## config.mk

```make
export PLATFORM = sky130hd
export DESIGN_NAME = port_queue_set
export DESIGN_NICKNAME = d
export VERILOG_FILES = /design/src/switch_pkg.sv /design/src/port_queue_set.sv
export SDC_FILE = /design/constraint.sdc
export NUM_CORES = 1
export LEC_CHECK = 0
export BUFFER_PORTS_ARGS = -buffer_cell sky130_fd_sc_hd__buf_2
export CORE_AREA = 2 2 322 324
export CTS_CLUSTER_DIAMETER = 100
export DETAILED_ROUTE_END_ITERATION = 10
export DIE_AREA = 0 0 324 326
export PLACE_DENSITY_LB_ADDON = 0.12
export SLEW_MARGIN = 20
export SYNTH_ARGS = -nofsm -noshare
export SYNTH_HDL_FRONTEND = slang
export SYNTH_SLANG_ARGS = --single-unit
```

## constraint.sdc

```tcl
create_clock -name clk -period 4.1 [get_ports clk]
set_input_delay 0.82 -clock clk [delete_from_list [all_inputs] [get_ports clk]]
set_output_delay 0.82 -clock clk [all_outputs]
set_load 0.02 [all_outputs]
```

## src/switch_pkg.sv

```systemverilog
package switch_pkg;

    // switch geometry
    localparam int N_PORTS       = 4;
    localparam int N_PRIOR       = 4;
    localparam int PAGE_WORDS    = 8;
    localparam int N_PAGES       = 32;
    localparam int MAX_PKT_WORDS = 64;
    localparam int MAX_PKT_PAGES = MAX_PKT_WORDS / PAGE_WORDS;
    localparam int QUEUE_DEPTH   = 8;

    typedef logic [15:0] data_t;
    typedef logic [4:0]  page_t;
    typedef logic [1:0]  port_t;
    typedef logic [1:0]  prior_t;
    // length in words, 1 to MAX_PKT_WORDS
    typedef logic [6:0]  len_t;

    // first word of a packet, dest in the low bits
    typedef struct packed {
        logic [11:0] spare;
        prior_t      prior;
        port_t       dest;
    } pkt_header_t;

    // the sop word is forwarded as data and also decoded as a header
    typedef union packed {
        data_t       raw;
        pkt_header_t hdr;
    } pkt_word_u;

    typedef struct packed {
        logic  vld;
        logic  sop;
        logic  eop;
        data_t word;
    } wr_stream_t;

    typedef struct packed {
        port_t  dest;
        prior_t prior;
        port_t  bank;
        page_t  head;
        len_t   len;
    } pkt_desc_t;

    typedef struct packed {
        logic  vld;
        logic  eop;
        data_t data;
    } rd_word_t;

endpackage
```

## src/port_queue_set.sv

```systemverilog
`timescale 1ns/1ps

module port_queue_set #(
    parameter int N_PORTS     = switch_pkg::N_PORTS,
    parameter int QUEUE_DEPTH = switch_pkg::QUEUE_DEPTH
) (
    input  logic                                clk,
    input  logic                                rst_n,
    input  switch_pkg::port_t                   port_idx,
    input  switch_pkg::pkt_desc_t [N_PORTS-1:0] desc,
    input  logic [N_PORTS-1:0]                  desc_vld,
    output logic [N_PORTS-1:0]                  join_ack,
    input  logic                                pop,
    output switch_pkg::pkt_desc_t               head,
    output logic                                head_vld
);
    import switch_pkg::*;

    localparam int PTR_W = $clog2(QUEUE_DEPTH);
    localparam int CNT_W = $clog2(QUEUE_DEPTH + 1);

    pkt_desc_t          q_mem [N_PRIOR][QUEUE_DEPTH];
    logic [PTR_W-1:0]   q_rd [N_PRIOR];
    logic [PTR_W-1:0]   q_wr [N_PRIOR];
    logic [CNT_W-1:0]   q_cnt [N_PRIOR];
    logic               join_vld;
    port_t              join_bank;
    prior_t             join_prior;
    logic               join_fire;
    prior_t             out_prior;
    logic [N_PRIOR-1:0] push_q;
    logic [N_PRIOR-1:0] pop_q;

    // ties between banks go to the lowest index
    always_comb begin
        join_vld  = 1'b0;
        join_bank = '0;
        for (int b = N_PORTS - 1; b >= 0; b--) begin
            if (desc_vld[b] && desc[b].dest == port_idx) begin
                join_vld  = 1'b1;
                join_bank = port_t'(b);
            end
        end
    end

    assign join_prior = desc[join_bank].prior;
    // a full FIFO holds the ack back, the bank keeps waiting
    assign join_fire  = join_vld && q_cnt[join_prior] != CNT_W'(QUEUE_DEPTH);

    // strict priority, the highest non-empty level wins
    always_comb begin
        head_vld  = 1'b0;
        out_prior = '0;
        for (int p = 0; p < N_PRIOR; p++) begin
            if (q_cnt[p] != '0) begin
                head_vld  = 1'b1;
                out_prior = prior_t'(p);
            end
        end
    end

    assign head = q_mem[out_prior][q_rd[out_prior]];

    always_comb begin
        join_ack            = '0;
        push_q              = '0;
        pop_q               = '0;
        join_ack[join_bank] = join_fire;
        push_q[join_prior]  = join_fire;
        pop_q[out_prior]    = pop && head_vld;
    end

    always_ff @(posedge clk) begin
        if (join_fire) begin
            q_mem[join_prior][q_wr[join_prior]] <= desc[join_bank];
        end
    end

    always_ff @(posedge clk) begin
        if (!rst_n) begin
            for (int p = 0; p < N_PRIOR; p++) begin
                q_rd[p]  <= '0;
                q_wr[p]  <= '0;
                q_cnt[p] <= '0;
            end
        end else begin
            for (int p = 0; p < N_PRIOR; p++) begin
                if (push_q[p]) begin
                    q_wr[p] <= q_wr[p] + 1'b1;
                end
                if (pop_q[p]) begin
                    q_rd[p] <= q_rd[p] + 1'b1;
                end
                q_cnt[p] <= q_cnt[p] + CNT_W'(push_q[p]) - CNT_W'(pop_q[p]);
            end
        end
    end

endmodule

```

; ---- Word-level counts from Yosys, hierarchy flattened
; Memories as Yosys holds them, arrays and structs flattened.
; Cells that the tools add are included.
[classes]
addsub = 16
mul = 0
n_div = 0
magnitude_cmp = 9
eq_ne = 5
n_shift = 0
mux = 68
bitwise_logic = 17
reduce_logical = 14
[op_table]
columns = op, n
row1 = 144-bit 2-to-1 mux, 1
row2 = 18-bit 2-to-1 mux, 4
row3 = 18-bit binary-select mux with 3-bit select, 1
row4 = 18-bit demux with 3-bit select, 1
row5 = 1-bit 2-to-1 mux, 39
row6 = 18-bit binary-select mux with 2-bit select, 1
row7 = 3-bit by 1-bit adder with 3-bit output (second input constant), 8
row8 = 3-bit 2-to-1 mux, 8
row9 = 4-bit by 1-bit adder with 4-bit output, 4
row10 = 4-bit 2-to-1 mux, 4
row11 = 4-bit nonzero test, 4
row12 = 4-bit by 1-bit subtractor with 4-bit output, 4
row13 = 4-bit AND, 3
row14 = 2-bit 2-to-1 mux, 6
row15 = 1-bit OR, 12
row16 = 1-bit logical AND, 10
row17 = 2-bit by 3-bit less-than comparator with 1-bit output (second input constant), 3
row18 = 2-bit equality test, 4
row19 = 4-bit greater-or-equal comparator (second input constant), 2
row20 = 3-bit inverter with 4-bit output, 2
row21 = 1-bit demux with 2-bit select, 3
row22 = 2-bit by 1-bit greater-or-equal comparator with 1-bit output (second input constant), 3
row23 = 4-bit by 1-bit less-than comparator with 1-bit output (second input constant), 1
row24 = 4-bit inequality test (second input constant), 1
[totals]
reg_bits = 0
latchBits = 0
ramBits = 616
mem_bits_ro = 0
input_bits = 81
output_inout_bits = 23
word_cells = 133
mem_count = 4
[memory_table]
columns = memory, words, width, read_ports, rd_clocked_by_memory_dff, write_ports, line_no
row1 = q_mem, 4, 144, 1, 0, 1, port_queue_set.sv:22  ; pkt_desc_t q_mem [N_PRIOR][QUEUE_DEPTH];
row2 = q_cnt, 4, 4, 5, 0, 4, port_queue_set.sv:25  ; logic [CNT_W-1:0] q_cnt [N_PRIOR];
row3 = q_rd, 4, 3, 5, 0, 4, port_queue_set.sv:23  ; logic [PTR_W-1:0] q_rd [N_PRIOR];
row4 = q_wr, 4, 3, 5, 0, 4, port_queue_set.sv:24  ; logic [PTR_W-1:0] q_wr [N_PRIOR];

; ---- Longest topological paths before layout
; Gate-level depths: netlist of the first run.
[logic_depth]
depth_word = 17
ltp_mapped = 15
mapped_depth_nobuf = 13

; ---- Worst setup path before layout of the first run
; Ideal clock, no wire load.
[synth_timing]
kind = input port to flip-flop
startpoint = in port_idx[1]
endpoint = mem q_mem[3][36] in the netlist's numbering, enable pin
setup_ns = 0.416
arrival_ns = 3.952
t_required_ns = 3.684
setup_slack_ns = -0.268
stages = 9
n_path_buf = 1
cell_sequence = buf_4 > xnor2_1 > and3_4 > o31ai_4 > a22o_1 > inv_1 > and3_1 > a31oi_1 > nor3_1
[synth_between]
elab_chain_len = 15
word_cells_on_any_way = 30
cone_classes = 2 x order compare / 5 x eq/ne / 14 x mux / 1 x bitwise / 6 x reduce/logical / 2 x memory
[synth_lines]
columns = item, line_no
row1 = "start, declared", port_queue_set.sv:9  ; input switch_pkg::port_t port_idx,
row2 = 2-bit equality test, port_queue_set.sv:39  ; if (desc_vld[b] && desc[b].dest == port_idx) begin
row3 = 1-bit logical AND, port_queue_set.sv:39
row4 = 2-bit 2-to-1 mux (3 in a row), port_queue_set.sv:39
row5 = 2-bit 2-to-1 mux (*), port_queue_set.sv:39
row6 = 18-bit binary-select mux with 2-bit select (*), port_queue_set.sv:46  ; assign join_prior = desc[join_bank].prior;
row7 = 18-bit 2-to-1 mux (*), n/a
row8 = via join_prior[0], port_queue_set.sv:28  ; prior_t join_prior;
row9 = memory read 4 x 3 bit, n/a
row10 = 3-bit inverter with 4-bit output (implied by the code), port_queue_set.sv:75  ; q_mem[join_prior][q_wr[join_prior]] <= desc[join_bank];
row11 = 4-bit greater-or-equal comparator (implied by the code) / 4-bit by 1-bit less-than comparator with 1-bit output (equally long branches), port_queue_set.sv:75
row12 = 1-bit logical AND (implied by the code), port_queue_set.sv:75
row13 = 18-bit 2-to-1 mux (implied by the code), port_queue_set.sv:75
row14 = 18-bit demux with 3-bit select, port_queue_set.sv:75
row15 = 144-bit 2-to-1 mux (implied by the code), port_queue_set.sv:75
row16 = "end, declared", port_queue_set.sv:22
; Mark *: on every way through the listed nets, which the timed path passes. The rest lies on a longest branch. The select of a mux whose other input is x is not followed.

==> impl.org, run 1 <==
** Run status
- The flow ran to the end, but the final reports show violations.
- Failing checks :: negative setup slack

** GRT
- Leftover overflow at the end of global routing :: 0
- Global-route wire length before repair :: 128000 um
- Initial antenna violation count :: 0
- In the global route stage, overall resource usage came out at 17.1%.
- Entering global routing, the biggest net connects 47 pins.
- The via count of the first global-routing pass is 17200.

** Detailed routing
- After detailed routing, the met2 layer carries 43100 um of wire.
- In the final routing, the length of wire on met1 measures 40700 um.
- Total wirelength of the detailed-routed design :: ~91000 um
- In this run the remaining antenna-violating nets after routing total 0.
- TritonRoute pass-1 iters :: 8
- Summing over every cut layer, the via total after detailed routing is 16700.
- For this run, design rule violations remaining after detail routing come to 0.
- Sum of met3 wire segment lengths after detailed routing :: 4560 um
- The highest layer touched by signal routing is met4.
- DRT iter0 DRCs :: 1544
- Per-cell routed wire length :: 26.2 um
- Post-detailed-route via-to-cell ratio :: ~4.8

** Min path
- Worst min path class :: flip-flop to flip-flop

** Setup path
- STA classifies the critical path endpoint as a primary output.
- Data arrives at the worst endpoint at roughly 3500 ps.
- For this design, the slowest cell found on the critical path is or3b_4.
- Crit start category :: flip-flop
- Counting stages on the worst path, the most repeated cell is buf_6.
- Along the worst path, the maximum fanout reaches 7.
- The signal on the critical path passes through inv_2 -> buf_6 -> ha_4 -> or3b_4 -> a211oi_4 -> buf_6 -> o21a_4 -> buf_12 -> buf_12 -> a31oi_4 -> a32o_2 -> a221o_1 -> buf_6.
- Required time of the worst setup path :: 3280 ps
- Class of the most critical setup path :: flip-flop to primary output
- In this design, the stage delay of the slowest critical-path cell is roughly 490 ps.

** CTS
- Clock sink count :: approximately 600
- TritonCTS clock tree :: done
- No sink is reached through more buffers than the 3 on the longest clock path.
- Buffers inserted during clock tree synthesis total just over 70.
- For the worst-skew pair, the clock arrives at the later sink with an insertion delay of 610 ps.
- After clock tree synthesis, the flow added hold-fix buffers numbering 0.
- Clk slew on worst S/H paths :: 60 ps
- CTS built an H-tree with a depth of 3.
- Clock Tree Root :: clkbuf_16

** Floorplanning
- Chip Width :: 324 um
- Initial core utilization :: between 20% and 30%
- The die is about 330 um tall.
- Die ar. :: approximately 110000 um^2
- Placeable core area :: just over 100000 um^2
- Pin placement for this block handled around 100 I/O pins.
- Row generation in the floorplan step produced 118 rows.

** Logic synthesis
- The number of different library cells used by synthesis comes to 73.
- In this run the biggest area consumer among cell types represents 71.0% of the synthesized area.
- Total number of yosys warnings :: 0
- The cell area that synthesis handed to floorplanning was 25400 um^2.
- Among all flip-flop cells after synthesis, the most frequent one is edfxtp_1.
- Seq/Total Area, Yosys :: 72.3%
- Number of synthesized flops with an enable pin :: 600
- Among all cell types in the netlist, the one instantiated most often is edfxtp_1.
- Synth Instances :: ~1800
- By count the netlist is led by 600 x edfxtp_1, 215 x nand2_1, 126 x nor2_1.
- Number of storage elements in the synthesis netlist :: 616
- The biggest area contributor in the post-synthesis netlist is edfxtp_1.
- Total nets after synthesis :: between 1500 and 2000
- Sorting the synthesized cells by area gives the leading types as edfxtp_1 71%, nand2_1 3.2%, nor2_1 1.9%.
- In the synthesized netlist the async set-or-reset flop fraction comes to 0%.
- In this run the mean area of a mapped cell was roughly 14 um^2.

** Pwr
- Power spread over the standard cell area amounts to 905 nW/um^2.
- Leakage power figure :: about 11 nW
- VDD sags by at most 0.675 mV.

** Finish
- Fraction of final layout cells sized beyond drive strength 1 :: 29.6%
- For this run, the number of standard cells in the final layout without fillers is 3472.
- In the final design database the tool counted between 2000 and 2500 nets.
- The repair_antennas step left the layout with diodes totalling 0.
- In the final layout, the multi-input gates occupy 7370 um^2.
- The layout has 10100 filler cells.
- Sequential cell area :: 18300 um^2
- P&R area growth vs syn :: 31.1%
- Cells fill 32.4% of the core in the end.

** STA
- After layout, the worst setup slack is -182 ps.
- Counting I/O delays and the setup requirement, the final critical path takes between 4000 and 5000 ps.
- Slew Limit Headroom :: 45.7%
- The final number of hold-violating endpoints is 0.
- Final Cycle Share :: 104%
- RSZ-0062 raised after global routing :: true
- Static timing analysis puts the maximum clock frequency at 0.234 GHz.
- The clock arrives with 17.8 ps of skew.
- Setup violations remaining at the end of the flow were counted as 19.
- Worst-margin pin slew :: between 800 and 900 ps
- Number of pins with negative max-slew slack in the final report :: 0

** Place
- After detailed placement, the design holds a cell count of 3264.
- The count of buffers added on input and output ports is 103.
- Total half-perimeter wirelength after legalization and detailed placement :: 53700 um
- Routability-driven placement finished with a final weighted congestion of 0.783.

** Job
- Max Cap Violations :: 0
final timing paths:
path / slack [ps] / from / cells past startpoint / endpoint
worst max-delay path: -180 / q_cnt[2][2]$_SDFF_PN0_ / 13 / head[5]
worst min register to register: 600 / q_rd[0][0]$_SDFFCE_PN0P_ / 1 / q_rd[0][0]$_SDFFCE_PN0P_
worst min-delay path: 600 / q_rd[0][0]$_SDFFCE_PN0P_ / 1 / q_rd[0][0]$_SDFFCE_PN0P_
worst max register to register: -120 / q_cnt[2][2]$_SDFF_PN0_ / 31 / q_cnt[2][3]$_SDFF_PN0_
state kept, by name, indices dropped and copies added (netlist names):
name,cells
q_cnt,16
q_rd,12
q_mem,576
q_wr,12
per-stage QoR:
step	hold WS (ps)	power [mW]	instance area, um^2	TNS (ps)	worst slack, ps
floorplan	551	14.2	25400	-10510	-195
global placement	579	19.8	28900	-204	-204
detailed placement	590	19.8	28900	-548	-112
CTS	596	29.1	32600	-1390	-144
global route	621	31.5	33300	-3630	-248
finish	600	30.1	33300	-1860	-182
cell families after synthesis:
| kind of cell | after synthesis | synth area share [%] |
|---|---|---|
| flip-flops | 616 | 72.3 |
| AND/OR/NAND/NOR | 463 | 8.21 |
| AO/OA/AOI/OAI | 430 | 12.8 |
| buffers and inverters | 157 | 2.55 |
| adder cells (fa/ha/maj) | 32 | 1.70 |
| multiplexers | 31 | 1.63 |
| XOR/XNOR | 24 | 0.858 |
critical path: cells and delay by family, from the launching register on:
kind            cells  cell delay (ps)
flops               1              320
simple gates        1              490
compound gates      5             1150
buf+inv             6              770
fa+ha+maj           1              110
where the power goes:
part | switching (mW) | internal [mW]
Sequential | 0.147 | 7.34
Clock | 2.52 | 3.58
Combinational | 9.64 | 6.88
layer usage:
layer | up-vias | GRT usage [%]
met5 | - | 0
met4 | 0 | 5.06
li1 | 7504 | -
met2 | 484 | 28.0
met1 | 8623 | 23.3
met3 | 104 | 2.79
cells in the final DEF, fill, tap and decap left out, types with 7 or more instances in the layout:
master	instances
nand2b_1	10
a222oi_1	16
nor3_1	15
buf_2	86
nor2_1	91
clkinv_2	9
a22oi_1	45
a221oi_1	19
mux2i_1	19
inv_1	36
nand2_1	207
mux4_2	8
nor2_2	31
and3_1	13
buf_6	46
nand3_1	23
o21ai_2	8
o21ai_0	32
a211oi_1	21
dfxtp_1	13
a21oi_1	49
a221o_1	29
a211oi_4	7
a31oi_1	28
clkbuf_1	15
buf_12	53
o211ai_1	23
xnor2_1	19
edfxtp_1	600
a211oi_2	15
buf_4	131
and2_1	14
nand2_2	8
a221oi_2	11
a311oi_1	42
clkbuf_16	76
ha_1	25
clkinv_1	11
final cells by class:
type / count / area share (%)
clock buffers: 89 / 5.70
clock inverters: 30 / 0.880
inverters: 42 / 0.489
multi-input cells: 980 / 22.2
flip-flops and latches: 616 / 55.1
well taps: 1380 / 5.19
repair buffers: 335 / 10.4
what timing repair did:
item | CTS | global route
buffers inserted | 63 | 24
gates resized for setup | 175 | 89
endpoints found under the setup margin | 18 | 20
gates cloned | 8 | 3
pin swaps | 38 | 50
Note: power is estimated with default switching activity, not from simulation.
==> run 2, diff against run 1 <==
--- a/config.mk
+++ b/config.mk
@@ -5,7 +5,7 @@
 export SDC_FILE = /design/constraint.sdc
 export NUM_CORES = 1
 export LEC_CHECK = 0
-export BUFFER_PORTS_ARGS = -buffer_cell sky130_fd_sc_hd__buf_2
+export BUFFER_PORTS_ARGS = -buffer_cell sky130_fd_sc_hd__buf_4
 export CORE_AREA = 2 2 322 324
 export CTS_CLUSTER_DIAMETER = 100
 export DETAILED_ROUTE_END_ITERATION = 10
==> impl.org, run 2 (synthesized netlist as in run 1, its figures left out) <==
** CTS
- TritonCTS clock tree :: done
- The clock network latency to the later pin of the worst-skew pair was 620 ps (about the same).
- Number of buffers between clock root and the deepest sink :: 3 (unchanged)
- CTS placed an instance of clkbuf_16 at the clock tree root.
- CTS H-Tree Depth :: 3 (unchanged)
- Clock sink count :: 616 (unchanged)
- Number of buffers inserted during clock tree synthesis :: 72 (unchanged)
- Clk slew on worst S/H paths :: 50 ps (about the same)
- The number of buffers inserted for hold repair after clock tree synthesis was 0 (unchanged).

** Floorplanning
- The floorplan die area was 106000 um^2 (unchanged).
- Number of top-level design ports :: 104 (unchanged)
- The placeable core area is 103000 um^2 (unchanged).
- The initial cell density of the core came to 24.7% (unchanged).
- The width of the die was 324 um (unchanged).
- Vertical die dimension :: 326 um (unchanged)
- Row cnt :: 118 (unchanged)

** Finish
- Final net count :: 2136 (-1.1%)
- Leaving out fill and tap cells, the most frequent cells in the layout are 600 x edfxtp_1, 209 x nand2_1, 206 x buf_4.
- The total area of multi-input combinational cells is 7230 um^2 (-2.0%).
- The synthesis-to-finish area growth came to 31.0% (about the same).
- Sequential cell area :: 18300 um^2 (unchanged)
- Most common library cell in the layout ignoring fill and taps :: edfxtp_1
- Layout fillers :: 10100 (-0.060%)
- Final instance area :: 33200 um^2 (about the same)
- The total inserted antenna cells came to 0 (unchanged).
- Number of flip-flops in the largest register :: 576 (unchanged)
- The share of cells above drive strength 1 came to 28.8% (-0.86 points).

** Detailed routing
- The routed via count divided by cell count came to 4.88 (+1.3%).
- Routed Antenna Nets :: 0 (unchanged)
- The remaining routing DRC violations is 0 (unchanged).
- Total number of vias :: 16900 (+0.92%)
- TritonRoute pass-1 iters :: 6 (-2)
- The average wire per standard cell is 26.7 um (+1.9%).
- Total wirelength of the detailed-routed design :: 92200 um (+1.5%)
- DRT iter0 DRCs :: 1664 (+7.8%)

** Setup path
- Among cell families on the critical path, the largest total delay comes from simple AND/OR/NAND/NOR gates.
- Arrival time at the worst endpoint :: 3410 ps (-50 ps)
- STA classifies the critical path endpoint as a primary output.
- The cell that appears most often on the critical path is buf_6.
- Class of the most critical setup path :: flip-flop to primary output
- STA classifies the critical path startpoint as a flip-flop.
- The largest stage delay on the critical path came to 470 ps (-20 ps).
- Cell-by-cell trace of the critical path :: inv_2 -> ha_4 -> or3b_4 -> buf_12 -> nor2_4 -> buf_6 -> a221oi_1 -> a2bb2oi_2 -> a21oi_1 -> o32ai_2 -> nor2_2 -> buf_4 -> buf_6
- Critical-path top delay cell :: or3b_4
- The number of buffer and inverter instances along the worst setup path came to 5 (-1).
- The worst path required time is 3280 ps (about the same).
- The biggest fanout along the worst timing path is 15 (+8).

** Place
- RD Place Congestion :: 0.788 (+0.61%)
- The total placed instance area was 29000 um^2 (+0.52%).
- The number of I/O port buffers is 103 (unchanged).
- Total half-perimeter wirelength after legalization and detailed placement :: 54300 um (+1.2%)

** Pwr
- The internal cell power was 17.9 mW (+0.68%).
- The worst voltage drop across the vdd grid came to 0.511 mV (-24%).
- Net load switching power :: 12.5 mW (+1.2%)
- The sequential group share of total power came to 24.6% (-0.3 points).
- Switching share of power :: 41.0% (+0.14 points)
- The portion of total power attributed to the clock network came to 21.1% (+0.8 points).
- Power Dens Cells :: 914 nW/um^2 (+1.0%)
- Combinational fraction of design power :: 54.2% (-0.7 points)
- The overall power consumption was 30.4 mW (+0.91%).
- Leakage power figure :: 11.1 nW (about the same)

** Min path
- The min-delay analysis places its worst path in the category flip-flop to flip-flop.

** STA
- FMAX :: 0.236 GHz (+1.2%)
- The final worst-path cycle share was 103% (-1.3 points).
- Post-route setup slack :: -130 ps (+52.5 ps)
- Fin crit period :: 4230 ps (-52.5 ps)
- Worst-margin pin slew :: 835 ps (+28.3 ps)
- The final number of hold-violating endpoints came to 0 (unchanged).
- RSZ-0062 raised after global routing :: true
- The worst clock skew on the final layout is 18.1 ps (+0.320 ps).
- Number of pins with negative max-slew slack in the final report :: 0 (unchanged)
- Slew Limit Headroom :: 44.0% (-1.7 points)
- Final setup violation count :: 13 (-6)

** GRT
- The total grt overflow is 0 (unchanged).
- The initial antenna violation count came to 0 (unchanged).
- Vias in the first global route :: 16900 (-1.9%)
- Global-route wire length before repair :: 128000 um (-0.16%)
- Global routing usage summed across all routing layers :: 17.1% (about the same)
- The largest net degree at the start of global routing is 56 (+19%).

** Run status
- The run finished, with violations left.
- Failing checks :: negative setup slack

** Job
- Max Cap Violations :: 0 (unchanged)
run 2: through the flow:
| stage | hold WS [ps] | util (%) | instances | setup WS, ps | TNS (ps) |
|---|---|---|---|---|---|
| after global routing | 614 | 32.4 | 3458 | -233 | -2600 |
| after global placement | 584 | 28.3 | 3263 | -97.6 | -97.6 |
| final | 593 | 32.4 | 3458 | -130 | -707 |
| after CTS | 594 | 32.0 | 3448 | -175 | -1640 |
| after floorplan | 551 | - | 1753 | -195 | -10510 |
| after detailed placement | 586 | 28.3 | 3263 | -112 | -112 |
run 2: cell type report:
type	count	share of cell area, %
Clock inverter	45	1.38
Inverter	42	0.489
Multi-Input combinational cell	980	21.7
Timing Repair Buffer	311	10.4
Clock buffer	84	5.62
Sequential cell	616	55.2
Tap cell	1380	5.19
run 2: final timing paths:
kind,cells after the start,slack (ps),endpoint,startpoint
worst max-delay path,13,-130,head[0],q_cnt[2][2]$_SDFF_PN0_
worst min register to register,1,590,q_rd[1][0]$_SDFFCE_PN0P_,q_rd[1][0]$_SDFFCE_PN0P_
worst min-delay path,1,590,q_rd[1][0]$_SDFFCE_PN0P_,q_rd[1][0]$_SDFFCE_PN0P_
worst max register to register,16,830,q_cnt[0][2]$_SDFF_PN0_,q_cnt[3][2]$_SDFF_PN0_
run 2: power groups by stage:
stage	Clock (mW)	Sequential (mW)	Combinational [mW]
3_5_place_dp	0	7.60	12.4
5_1_grt	6.81	7.50	17.4
4_1_cts	6.59	7.48	15.7
6_report	6.42	7.48	16.5
2_1_floorplan	0	7.56	6.61
3_3_place_gp	0	7.59	12.4
run 2: repair_timing:
| action | in CTS | in global routing |
|---|---|---|
| gates resized for setup | 169 | 67 |
| buffers inserted | 44 | 7 |
| gates cloned | 13 | 3 |
| endpoints found under the setup margin | 18 | 18 |
| pin swaps | 45 | 31 |
run 2: metal layers:
layer / up-vias / share of wire [%] / GRT usage [%]
met5: - / 0 / 0
met4: 0 / 2.3 / 4.27
met3: 123 / 5.0 / 2.93
met2: 519 / 47 / 27.4
met1: 8745 / 46 / 24.1
li1: 7482 / - / -
